===== src/include/text_mode_settings.svh =====
// text mode display settings

`ifndef TEXT_MODE_SETTINGS_SVH
`define TEXT_MODE_SETTINGS_SVH

// horizontal timing in pixels, 640x480 at 60 Hz
`define TM_H_ACTIVE     640
`define TM_H_TOTAL      800
`define TM_HSYNC_START  656
`define TM_HSYNC_END    752

// vertical timing in lines
`define TM_V_ACTIVE     480
`define TM_V_TOTAL      525
`define TM_VSYNC_START  490
`define TM_VSYNC_END    492

// text geometry, 80 columns of 8x16 glyphs
`define TM_COLS         80
`define TM_GLYPH_W      8
`define TM_GLYPH_H      16

`define TM_FIFO_DEPTH   128 // cells, power of two
`define TM_LOOKAHEAD    2   // counters lead the displayed pixel by this many cycles

`endif


===== src/logic/text_mode_pkg.sv =====
// text mode shared types

package text_mode_pkg;

	// one character cell as written by the host
	typedef struct packed {
		logic [3:0] bg;   // background palette index
		logic [3:0] fg;   // foreground palette index
		logic [7:0] code; // character code
	} text_cell_t;

	// pixel position with its area and sync flags
	typedef struct packed {
		logic [9:0] x;
		logic [9:0] y;
		logic       in_draw; // inside 640x480
		logic       hsync_n; // active low
		logic       vsync_n; // active low
	} scan_pos_t;

	typedef enum logic {
		LB_LOAD,  // first scan line of a row, cells come from the fifo
		LB_REPLAY // remaining 15 lines reuse the stored cells
	} lb_state_e;

	// standard 16 colour cga palette, 24-bit rgb
	localparam logic [23:0] cga_palette [16] = '{
		24'h000000, 24'h0000AA, 24'h00AA00, 24'h00AAAA,
		24'hAA0000, 24'hAA00AA, 24'hAA5500, 24'hAAAAAA,
		24'h555555, 24'h5555FF, 24'h55FF55, 24'h55FFFF,
		24'hFF5555, 24'hFF55FF, 24'hFFFF55, 24'hFFFFFF
	};

endpackage: text_mode_pkg


===== src/logic/cell_fifo.sv =====
// character cell fifo

`timescale 1ns/100ps

`include "text_mode_settings.svh"

module cell_fifo (
	input  logic                    pixel_clk_i,
	input  logic                    pixel_rstn_i,

	// host write side
	input  logic                    we_i,
	input  text_mode_pkg::text_cell_t cell_i,

	// line buffer read side
	input  logic                    pop_i,
	output text_mode_pkg::text_cell_t cell_o, // head cell, valid while not empty
	output logic                    empty_o,
	output logic                    full_o
);

	localparam int unsigned AW = $clog2(`TM_FIFO_DEPTH);

	text_mode_pkg::text_cell_t mem [`TM_FIFO_DEPTH];

	logic [AW-1:0] wr_ptr_q, rd_ptr_q;
	logic [AW:0]   count_q; // one extra bit to hold the full count
	logic          do_write, do_pop;

	assign empty_o = (count_q == '0);
	assign full_o  = (count_q == (AW+1)'(`TM_FIFO_DEPTH));

	assign do_write = we_i & ~full_o;  // writes on a full fifo are lost
	assign do_pop   = pop_i & ~empty_o; // pops on an empty fifo do nothing

	always_ff @(posedge pixel_clk_i or negedge pixel_rstn_i) begin
		if (!pixel_rstn_i) begin
			wr_ptr_q <= '0;
			rd_ptr_q <= '0;
			count_q  <= '0;
		end else begin
			if (do_write)
				wr_ptr_q <= wr_ptr_q + 1'b1; // wraps naturally, depth is a power of two
			if (do_pop)
				rd_ptr_q <= rd_ptr_q + 1'b1;

			case ({do_write, do_pop})
				2'b10:   count_q <= count_q + 1'b1;
				2'b01:   count_q <= count_q - 1'b1;
				default: count_q <= count_q; // both or neither, level unchanged
			endcase
		end
	end

	// cell storage
	always_ff @(posedge pixel_clk_i) begin
		if (do_write)
			mem[wr_ptr_q] <= cell_i;
	end

	assign cell_o = mem[rd_ptr_q]; // show-ahead head

endmodule: cell_fifo


===== src/logic/glyph_rom.sv =====
// 8x16 font rom

`timescale 1ns/100ps

module glyph_rom (
	input  logic       pixel_clk_i,
	input  logic       pixel_rstn_i,

	input  logic [7:0] code_i, // character code
	input  logic [3:0] row_i,  // scan line inside the glyph
	output logic [7:0] bits_o  // bit 7 is the leftmost pixel
);

	// font subset, undefined codes draw blank
	function automatic logic [7:0] glyph_row(input logic [7:0] code, input logic [3:0] row);
		logic [7:0] bits;
		bits = 8'h00;
		case (code)
			8'hDB: bits = 8'hFF;                             // solid block
			8'h5F: bits = (row == 4'd14) ? 8'hFF : 8'h00; // underscore
			8'h41: begin // 'A'
				case (row)
					4'd2:    bits = 8'h10;
					4'd3:    bits = 8'h38;
					4'd4:    bits = 8'h6C;
					4'd5,
					4'd6:    bits = 8'hC6;
					4'd7:    bits = 8'hFE; // crossbar
					4'd8,
					4'd9,
					4'd10,
					4'd11:   bits = 8'hC6;
					default: bits = 8'h00;
				endcase
			end
			8'h48: begin // 'H'
				case (row)
					4'd2,
					4'd3,
					4'd4,
					4'd5:    bits = 8'hC6;
					4'd6:    bits = 8'hFE;
					4'd7,
					4'd8,
					4'd9,
					4'd10,
					4'd11:   bits = 8'hC6;
					default: bits = 8'h00;
				endcase
			end
			default: bits = 8'h00; // 0x00, 0x20 and everything else
		endcase
		return bits;
	endfunction

	always_ff @(posedge pixel_clk_i or negedge pixel_rstn_i) begin
		if (!pixel_rstn_i)
			bits_o <= '0;
		else
			bits_o <= glyph_row(code_i, row_i);
	end

endmodule: glyph_rom


===== src/logic/text_line_buffer.sv =====
// text row line buffer

`timescale 1ns/100ps

`include "text_mode_settings.svh"

module text_line_buffer (
	input  logic                     pixel_clk_i,
	input  logic                     pixel_rstn_i,

	input  text_mode_pkg::scan_pos_t ahead_pos_i,
	input  logic                     flush_i,

	// cell fifo
	input  text_mode_pkg::text_cell_t fifo_cell_i,
	input  logic                     fifo_empty_i,
	output logic                     fifo_pop_o,

	// registered one cycle after the look-ahead pixel
	output text_mode_pkg::text_cell_t cell_o,
	output logic [2:0]               glyph_x_o,
	output logic [3:0]               glyph_y_o,
	output logic                     draw_o,

	output logic                     underrun_o // sticky until reset
);

	text_mode_pkg::text_cell_t store [`TM_COLS]; // one text row of cells
	text_mode_pkg::text_cell_t load_cell;
	text_mode_pkg::lb_state_e  state_q;

	logic [6:0] col;        // column of the look-ahead pixel
	logic [6:0] last_col_q; // column seen on the previous draw pixel
	logic       col_start;  // first pixel of a new column
	logic       load_col;   // fetch a fresh cell for this column

	assign col = 7'(ahead_pos_i.x / 10'(`TM_GLYPH_W));

	// comparing against the last column also catches column 0 right after reset,
	// where the counters start two pixels into the line
	assign col_start = ahead_pos_i.in_draw && (col != last_col_q);
	assign load_col  = (state_q == text_mode_pkg::LB_LOAD) && col_start;

	assign fifo_pop_o = load_col & ~fifo_empty_i;
	assign load_cell  = fifo_empty_i ? '0 : fifo_cell_i; // blank cell on underrun

	always_ff @(posedge pixel_clk_i or negedge pixel_rstn_i) begin
		if (!pixel_rstn_i) begin
			state_q    <= text_mode_pkg::LB_LOAD;
			last_col_q <= '1; // out of range so column 0 counts as new
			underrun_o <= 1'b0;
			glyph_x_o  <= '0;
			glyph_y_o  <= '0;
			draw_o     <= 1'b0;
		end else begin
			// back to load at each row flush and through vertical blank
			if (flush_i || (ahead_pos_i.y >= 10'(`TM_V_ACTIVE)))
				state_q <= text_mode_pkg::LB_LOAD;
			else if ((state_q == text_mode_pkg::LB_LOAD) &&
					(ahead_pos_i.x == 10'(`TM_H_ACTIVE)))
				state_q <= text_mode_pkg::LB_REPLAY; // first scan line done

			if (ahead_pos_i.in_draw)
				last_col_q <= col;

			if (load_col && fifo_empty_i)
				underrun_o <= 1'b1;

			glyph_x_o <= 3'(ahead_pos_i.x % 10'(`TM_GLYPH_W)); // offset inside glyph
			glyph_y_o <= 4'(ahead_pos_i.y % 10'(`TM_GLYPH_H));
			draw_o    <= ahead_pos_i.in_draw;
		end
	end

	// cell store and output cell
	always_ff @(posedge pixel_clk_i) begin
		if (load_col)
			store[col] <= load_cell;
		if (ahead_pos_i.in_draw)
			cell_o <= load_col ? load_cell : store[col]; // bypass on the fetch pixel
	end

endmodule: text_line_buffer


===== src/logic/text_pixel_decoder.sv =====
// text pixel colour decoder

`timescale 1ns/100ps

module text_pixel_decoder (
	input  logic                      pixel_clk_i,
	input  logic                      pixel_rstn_i,

	input  logic [7:0]                bits_i,    // glyph row, already registered
	input  logic [2:0]                glyph_x_i, // offset inside glyph, one stage early
	input  text_mode_pkg::text_cell_t cell_i,    // attribute, one stage early
	input  logic                      draw_i,

	output logic [23:0]               rgb_o
);

	logic [23:0] fg_rgb_q, bg_rgb_q; // palette colours, aligned with bits_i
	logic [2:0]  glyph_x_q;
	logic        draw_q;
	logic [2:0]  bit_sel;
	logic        pixel_on;

	// palette lookup runs alongside the font lookup
	always_ff @(posedge pixel_clk_i) begin
		fg_rgb_q  <= text_mode_pkg::cga_palette[cell_i.fg];
		bg_rgb_q  <= text_mode_pkg::cga_palette[cell_i.bg];
		glyph_x_q <= glyph_x_i;
	end

	always_ff @(posedge pixel_clk_i or negedge pixel_rstn_i) begin
		if (!pixel_rstn_i)
			draw_q <= 1'b0; // black until the first draw pixel
		else
			draw_q <= draw_i;
	end

	assign bit_sel  = 3'd7 - glyph_x_q; // leftmost pixel is bit 7
	assign pixel_on = bits_i[bit_sel];

	// final select, every input is a register so rgb meets the two cycle budget
	always_comb begin
		if (!draw_q)
			rgb_o = 24'h000000; // blanking
		else if (pixel_on)
			rgb_o = fg_rgb_q;
		else
			rgb_o = bg_rgb_q;
	end

endmodule: text_pixel_decoder


===== src/logic/vga_timing.sv =====
// vga look-ahead timing generator

`timescale 1ns/100ps

`include "text_mode_settings.svh"

module vga_timing (
	input  logic                   pixel_clk_i,
	input  logic                   pixel_rstn_i,

	output text_mode_pkg::scan_pos_t ahead_pos_o, // position TM_LOOKAHEAD pixels ahead
	output logic                   flush_o,     // end of a text row's last scan line
	output logic                   hsync_o,     // aligned with the displayed pixel
	output logic                   vsync_o
);

	logic [9:0] x_q, y_q; // look-ahead counters
	logic       x_last, y_last;
	logic       hsync_n, vsync_n;
	logic [`TM_LOOKAHEAD-1:0] hsync_sr_q, vsync_sr_q;

	assign x_last = (x_q == 10'(`TM_H_TOTAL - 1));
	assign y_last = (y_q == 10'(`TM_V_TOTAL - 1));

	always_ff @(posedge pixel_clk_i or negedge pixel_rstn_i) begin
		if (!pixel_rstn_i) begin
			x_q <= 10'(`TM_LOOKAHEAD); // displayed pixel starts at 0,0
			y_q <= '0;
		end else begin
			x_q <= x_last ? '0 : x_q + 1'b1;
			if (x_last)
				y_q <= y_last ? '0 : y_q + 1'b1;
		end
	end

	// sync levels of the look-ahead pixel
	assign hsync_n = ~((x_q >= 10'(`TM_HSYNC_START)) && (x_q < 10'(`TM_HSYNC_END)));
	assign vsync_n = ~((y_q >= 10'(`TM_VSYNC_START)) && (y_q < 10'(`TM_VSYNC_END)));

	assign ahead_pos_o.x       = x_q;
	assign ahead_pos_o.y       = y_q;
	assign ahead_pos_o.in_draw = (x_q < 10'(`TM_H_ACTIVE)) && (y_q < 10'(`TM_V_ACTIVE));
	assign ahead_pos_o.hsync_n = hsync_n;
	assign ahead_pos_o.vsync_n = vsync_n;

	// flush once per text row, never on line 479 so the last row is not cleared early
	assign flush_o = (x_q == 10'(`TM_H_ACTIVE)) &&
		(y_q < 10'(`TM_V_ACTIVE - 1)) &&
		(y_q[3:0] == 4'(`TM_GLYPH_H - 1));

	// delay sync by the look-ahead so it lines up with rgb
	always_ff @(posedge pixel_clk_i or negedge pixel_rstn_i) begin
		if (!pixel_rstn_i) begin
			hsync_sr_q <= '1; // inactive high out of reset
			vsync_sr_q <= '1;
		end else begin
			hsync_sr_q <= {hsync_sr_q[`TM_LOOKAHEAD-2:0], hsync_n};
			vsync_sr_q <= {vsync_sr_q[`TM_LOOKAHEAD-2:0], vsync_n};
		end
	end

	assign hsync_o = hsync_sr_q[`TM_LOOKAHEAD-1];
	assign vsync_o = vsync_sr_q[`TM_LOOKAHEAD-1];

endmodule: vga_timing


===== src/logic/video_text_mode.sv =====
// vga text mode top level

`timescale 1ns/100ps

module video_text_mode (
	input  logic                      pixel_clk_i,
	input  logic                      pixel_rstn_i,

	// host cell writes
	input  logic                      cell_we_i,
	input  text_mode_pkg::text_cell_t cell_i,
	output logic                      full_o,
	output logic                      underrun_o,

	// vga output
	output logic [23:0]               rgb_o,
	output logic                      hsync_o,
	output logic                      vsync_o
);

	text_mode_pkg::text_cell_t fifo_cell, cur_cell;
	text_mode_pkg::scan_pos_t  ahead_pos;

	logic       fifo_pop, fifo_empty;
	logic       flush;
	logic [2:0] glyph_x;
	logic [3:0] glyph_y;
	logic       draw_d1;
	logic [7:0] row_bits;

	cell_fifo cell_fifo_inst (
		.pixel_clk_i  (pixel_clk_i),
		.pixel_rstn_i (pixel_rstn_i),
		.we_i         (cell_we_i),
		.cell_i       (cell_i),
		.pop_i        (fifo_pop),
		.cell_o       (fifo_cell),
		.empty_o      (fifo_empty),
		.full_o       (full_o)
	);

	vga_timing vga_timing_inst (
		.pixel_clk_i  (pixel_clk_i),
		.pixel_rstn_i (pixel_rstn_i),
		.ahead_pos_o  (ahead_pos),
		.flush_o      (flush),
		.hsync_o      (hsync_o),
		.vsync_o      (vsync_o)
	);

	text_line_buffer text_line_buffer_inst (
		.pixel_clk_i  (pixel_clk_i),
		.pixel_rstn_i (pixel_rstn_i),
		.ahead_pos_i  (ahead_pos),
		.flush_i      (flush),
		.fifo_cell_i  (fifo_cell),
		.fifo_empty_i (fifo_empty),
		.fifo_pop_o   (fifo_pop),
		.cell_o       (cur_cell),
		.glyph_x_o    (glyph_x),
		.glyph_y_o    (glyph_y),
		.draw_o       (draw_d1),
		.underrun_o   (underrun_o)
	);

	glyph_rom glyph_rom_inst (
		.pixel_clk_i  (pixel_clk_i),
		.pixel_rstn_i (pixel_rstn_i),
		.code_i       (cur_cell.code),
		.row_i        (glyph_y),
		.bits_o       (row_bits)
	);

	text_pixel_decoder text_pixel_decoder_inst (
		.pixel_clk_i  (pixel_clk_i),
		.pixel_rstn_i (pixel_rstn_i),
		.bits_i       (row_bits),
		.glyph_x_i    (glyph_x),
		.cell_i       (cur_cell),
		.draw_i       (draw_d1),
		.rgb_o        (rgb_o)
	);

endmodule: video_text_mode


===== config.mk =====
export PLATFORM = sky130hd
export DESIGN_NAME = video_text_mode
export DESIGN_NICKNAME = d
export VERILOG_FILES = /design/src/logic/text_mode_pkg.sv /design/src/logic/cell_fifo.sv /design/src/logic/glyph_rom.sv /design/src/logic/text_line_buffer.sv /design/src/logic/text_pixel_decoder.sv /design/src/logic/vga_timing.sv /design/src/logic/video_text_mode.sv
export VERILOG_INCLUDE_DIRS = /design/src /design/src/include
export SDC_FILE = /design/constraint.sdc
export NUM_CORES = 2
export LEC_CHECK = 0
export BUFFER_PORTS_ARGS = -buffer_cell sky130_fd_sc_hd__buf_2
export CAP_MARGIN = 20
export CORE_MARGIN = 1.5
export CORE_UTILIZATION = 63
export CTS_CLUSTER_SIZE = 8
export DETAILED_ROUTE_END_ITERATION = 12
export PLACE_DENSITY = 0.79
export SYNTH_ARGS = -nofsm -noshare
export SYNTH_HDL_FRONTEND = slang
export SYNTH_SLANG_ARGS = --single-unit

===== constraint.sdc =====
create_clock -name pixel_clk_i -period 6.5 [get_ports pixel_clk_i]
set_input_delay 0.975 -clock pixel_clk_i [delete_from_list [all_inputs] [get_ports pixel_clk_i]]
set_output_delay 0.975 -clock pixel_clk_i [all_outputs]
set_load 0.05 [all_outputs]

==> flow_summary.json <==
{
  "synth_largest_area_cell": "edfxtp_1",
  "wl_per_cell_um": 38.7,
  "p_per_area_mw_per_mm2": 419,
  "top_layer": "met5",
  "p_seq_share_pct": 44.4,
  "post_cts_buffers": 0,
  "worstSetupStartpointType": "flop",
  "overflow": 0,
  "synth_area_mm2": 0.132,
  "layout_common_cells": "3344 x edfxtp_1, 485 x clkbuf_16, 461 x mux4_2",
  "yosysWarnings": 0,
  "pwr-share-clk_pct": 35.0,
  "async_flop_share_pct": 2.01,
  "multi_input_area_mm2": 0.0277,
  "die_height_um": 461,
  "met2_length_um": 183000,
  "io_buffers": 46,
  "instances_no_fill": 10200,
  "synth_cell_types": 90,
  "layout_commonest_cell": "edfxtp_1",
  "intPower_mw": 44.8,
  "final_max_slew_viol_count": 0,
  "worst-path-max-fanout": 48,
  "postRouteAntennaNets": 0,
  "drv_cap": 0,
  "p_sw_mw": 18.2,
  "die-area_mm2": 0.213,
  "cts.repair.resized": 0,
  "rsz0062_at_grt": "false",
  "syn_inst": 6757,
  "dpl.cell_count": 9594,
  "ir_worst_vdd_v": 0.000401,
  "grt_usage_pct": 37.1,
  "status": "finished clean",
  "cts_root_buf": "clkbuf_16",
  "nFillCells": 11200,
  "synth_seq_area_share_pct": 77.4,
  "post-route-drc-count": 0,
  "fin_crit_sh_pct": 85.2,
  "synth.avg_cell_area_um2": 19.6,
  "io_pins": 47,
  "final.setup_skew_ns": 0.0922,
  "cts_tree": "done",
  "p_leak_nw": 48.2,
  "drt-total-wl_um": 395000,
  "finalHoldViolations": 0,
  "ys_ff_latch": 3426,
  "initialDrtViolationCount": 14400,
  "nNetsFinal": 7312,
  "avgViaCountPerCell": 7.48,
  "synth_edf_count": 3344,
  "cp.required_ns": 7.14,
  "fp.dieW_um": 461,
  "clk_path_buf_depth": 4,
  "regArea_mm2": 0.102,
  "area_delta_synth_final_pct": 13.6,
  "synth_top_area_share_pct": 75.9,
  "dp_hpwl_um": 213000,
  "start_util_pct": 63.3,
  "vias": 76400,
  "worstMarginPinSlew_ns": 1.28,
  "setup_viol": 0,
  "postCtsHoldBufs": 1,
  "clkSinkCount": 3426,
  "numCtsBuffers": 479,
  "synth.area.top_cells": "edfxtp_1 76%, mux4_2 7.8%, mux2i_1 2.3%, a22oi_1 1.3%, dfrtp_1 1.1%",
  "antenna_found_initial": 14,
  "clk_latency_ns": 1.02,
  "ys.flop_type": "edfxtp_1",
  "hold_class": "in -> reg",
  "p_comb_share_pct": 20.6,
  "grt_max_degree": 115,
  "end_kind": "flop",
  "drive_gt1_share_pct": 21.5,
  "fmax_mhz": 181,
  "syn_nets": 6790,
  "tns_ns": 0,
  "rows": 168,
  "core_area_mm2": 0.209,
  "min_period_ns": 5.54,
  "place_congestion": 0.951,
  "switching_share_pct": 28.8,
  "cts.htree.levels": 5,
  "drt_pass1_iterations": 8,
  "grt_pass1_vias": 75900,
  "grt_pass1_wl_um": 554000,
  "slew_headroom_pct": 14.5,
  "wl_met1_um": 123000,
  "cts.clk_slew.worst_paths_ns": 0.05,
  "wl_met3_um": 57500,
  "cp.arrival_ns": 6.17,
  "critPathKind": "reg -> reg"
}
[cell usage after synthesis (all sizes together), types with 14 or more instances]
library cell and count:
buf 263, mux2i 306, nor2b 37, inv 27, nand2 184, o21ai 98, a221oi 141, clkbuf 159
a211oi 30, xnor2 25, nand3 92, nor2 362, o211ai 63, a22o 83, o221ai 37, ha 14
mux4 485, o22ai 35, o2bb2ai 31, edfxtp 3344, xor2 15, and3 16, a21oi 233, mux2 90
nor3 17, and2 15, dfrtp 57, a22oi 223, a31oi 21, nand4 34, o2111ai 14
[worst max-delay path: stages (launching register included)]
cell	delay, ns
dfrtp_4	1.03
buf_12	0.34
buf_4	0.52
mux4_2	0.59
a22oi_1	0.30
nand2_1	0.18
a22oi_1	0.90
a31oi_1	0.52
and2_2	0.39
buf_4	0.28
[metal layers]
layer	vias to the layer above	GRT usage [%]
met5	-	0
met1	37900	47.3
met3	1721	10.1
met4	12	24.2
li1	28800	-
met2	7953	56.5
[path summary, 6_finish.rpt]
check                                             start                                  to  slack (ns)  cells after the start
hold / removal                               cell_i[10]         cell_fifo_inst.mem[121][10]        0.27                      1
hold reg to reg            text_line_buffer_inst.draw_o      text_pixel_decoder_inst.draw_q        0.35                      0
min in group asynchronous                  pixel_rstn_i              vga_timing_inst.x_q[5]        0.35                      2
setup reg to reg             cell_fifo_inst.rd_ptr_q[0]  text_line_buffer_inst.store[40][8]        0.96                      9
setup / recovery             cell_fifo_inst.rd_ptr_q[0]  text_line_buffer_inst.store[40][8]        0.96                      9
max in group asynchronous                  pixel_rstn_i          cell_fifo_inst.rd_ptr_q[0]        4.76                      3
[final cells by class]
type | count | share of cell area, %
antenna | 8 | 0.0133
clock inverter | 11 | 0.109
timing repair buffer | 463 | 2.51
multi-input combinational | 2880 | 18.4
inverter | 29 | 0.0758
tap | 2805 | 2.34
clock buffer | 591 | 8.34
sequential | 3426 | 68.2
[kinds of logic (layout without fill, tap and decap cells)]
| logic type | after synthesis | after routing | share of synthesized area, % |
|---|---|---|---|
| compound gates | 1109 | 1109 | 6.01 |
| xor+xnor | 40 | 40 | 0.265 |
| fa+ha+maj | 14 | 14 | 0.132 |
| buf+inv | 451 | 1094 | 1.89 |
| flops | 3426 | 3426 | 77.4 |
| mux | 881 | 881 | 11.4 |
| other cells | 0 | 8 | 0 |
| simple gates | 836 | 836 | 2.92 |
[registers in the layout, summed over array words and instances (netlist names), 8 cells and up]
register	flops
cell_fifo_inst.mem	2048
text_line_buffer_inst.cell_o	16
vga_timing_inst.x_q	10
vga_timing_inst.y_q	10
cell_fifo_inst.count_q	8
text_line_buffer_inst.store	1280
[stage by stage]
| step | setup slack [ns] | hold slack [ns] | total power, mW | utilization (%) | cell area, um^2 |
|---|---|---|---|---|---|
| after floorplan | 0.725 | 0.324 | 35.7 | - | 132000 |
| after global placement | 1.02 | 0.334 | 40.1 | 65.7 | 137000 |
| after detailed placement | 1.07 | 0.339 | 40.5 | 65.7 | 137000 |
| after CTS | 1.17 | 0.224 | 62.3 | 71.8 | 150000 |
| after global routing | 0.942 | 0.244 | 63.9 | 71.8 | 150000 |
| final | 0.964 | 0.267 | 62.9 | 71.9 | 150000 |
[power groups by stage]
stage                     clock (mW)  combinational, mW  sequential (mW)
after detailed placement           0               12.2             28.3
final                           22.0               13.0             28.0
after floorplan                    0               7.38             28.3
after global routing            22.8               13.1             28.0
after CTS                       21.9               12.4             28.0
after global placement             0               11.8             28.3
Note: power is estimated with default switching activity, not from simulation.
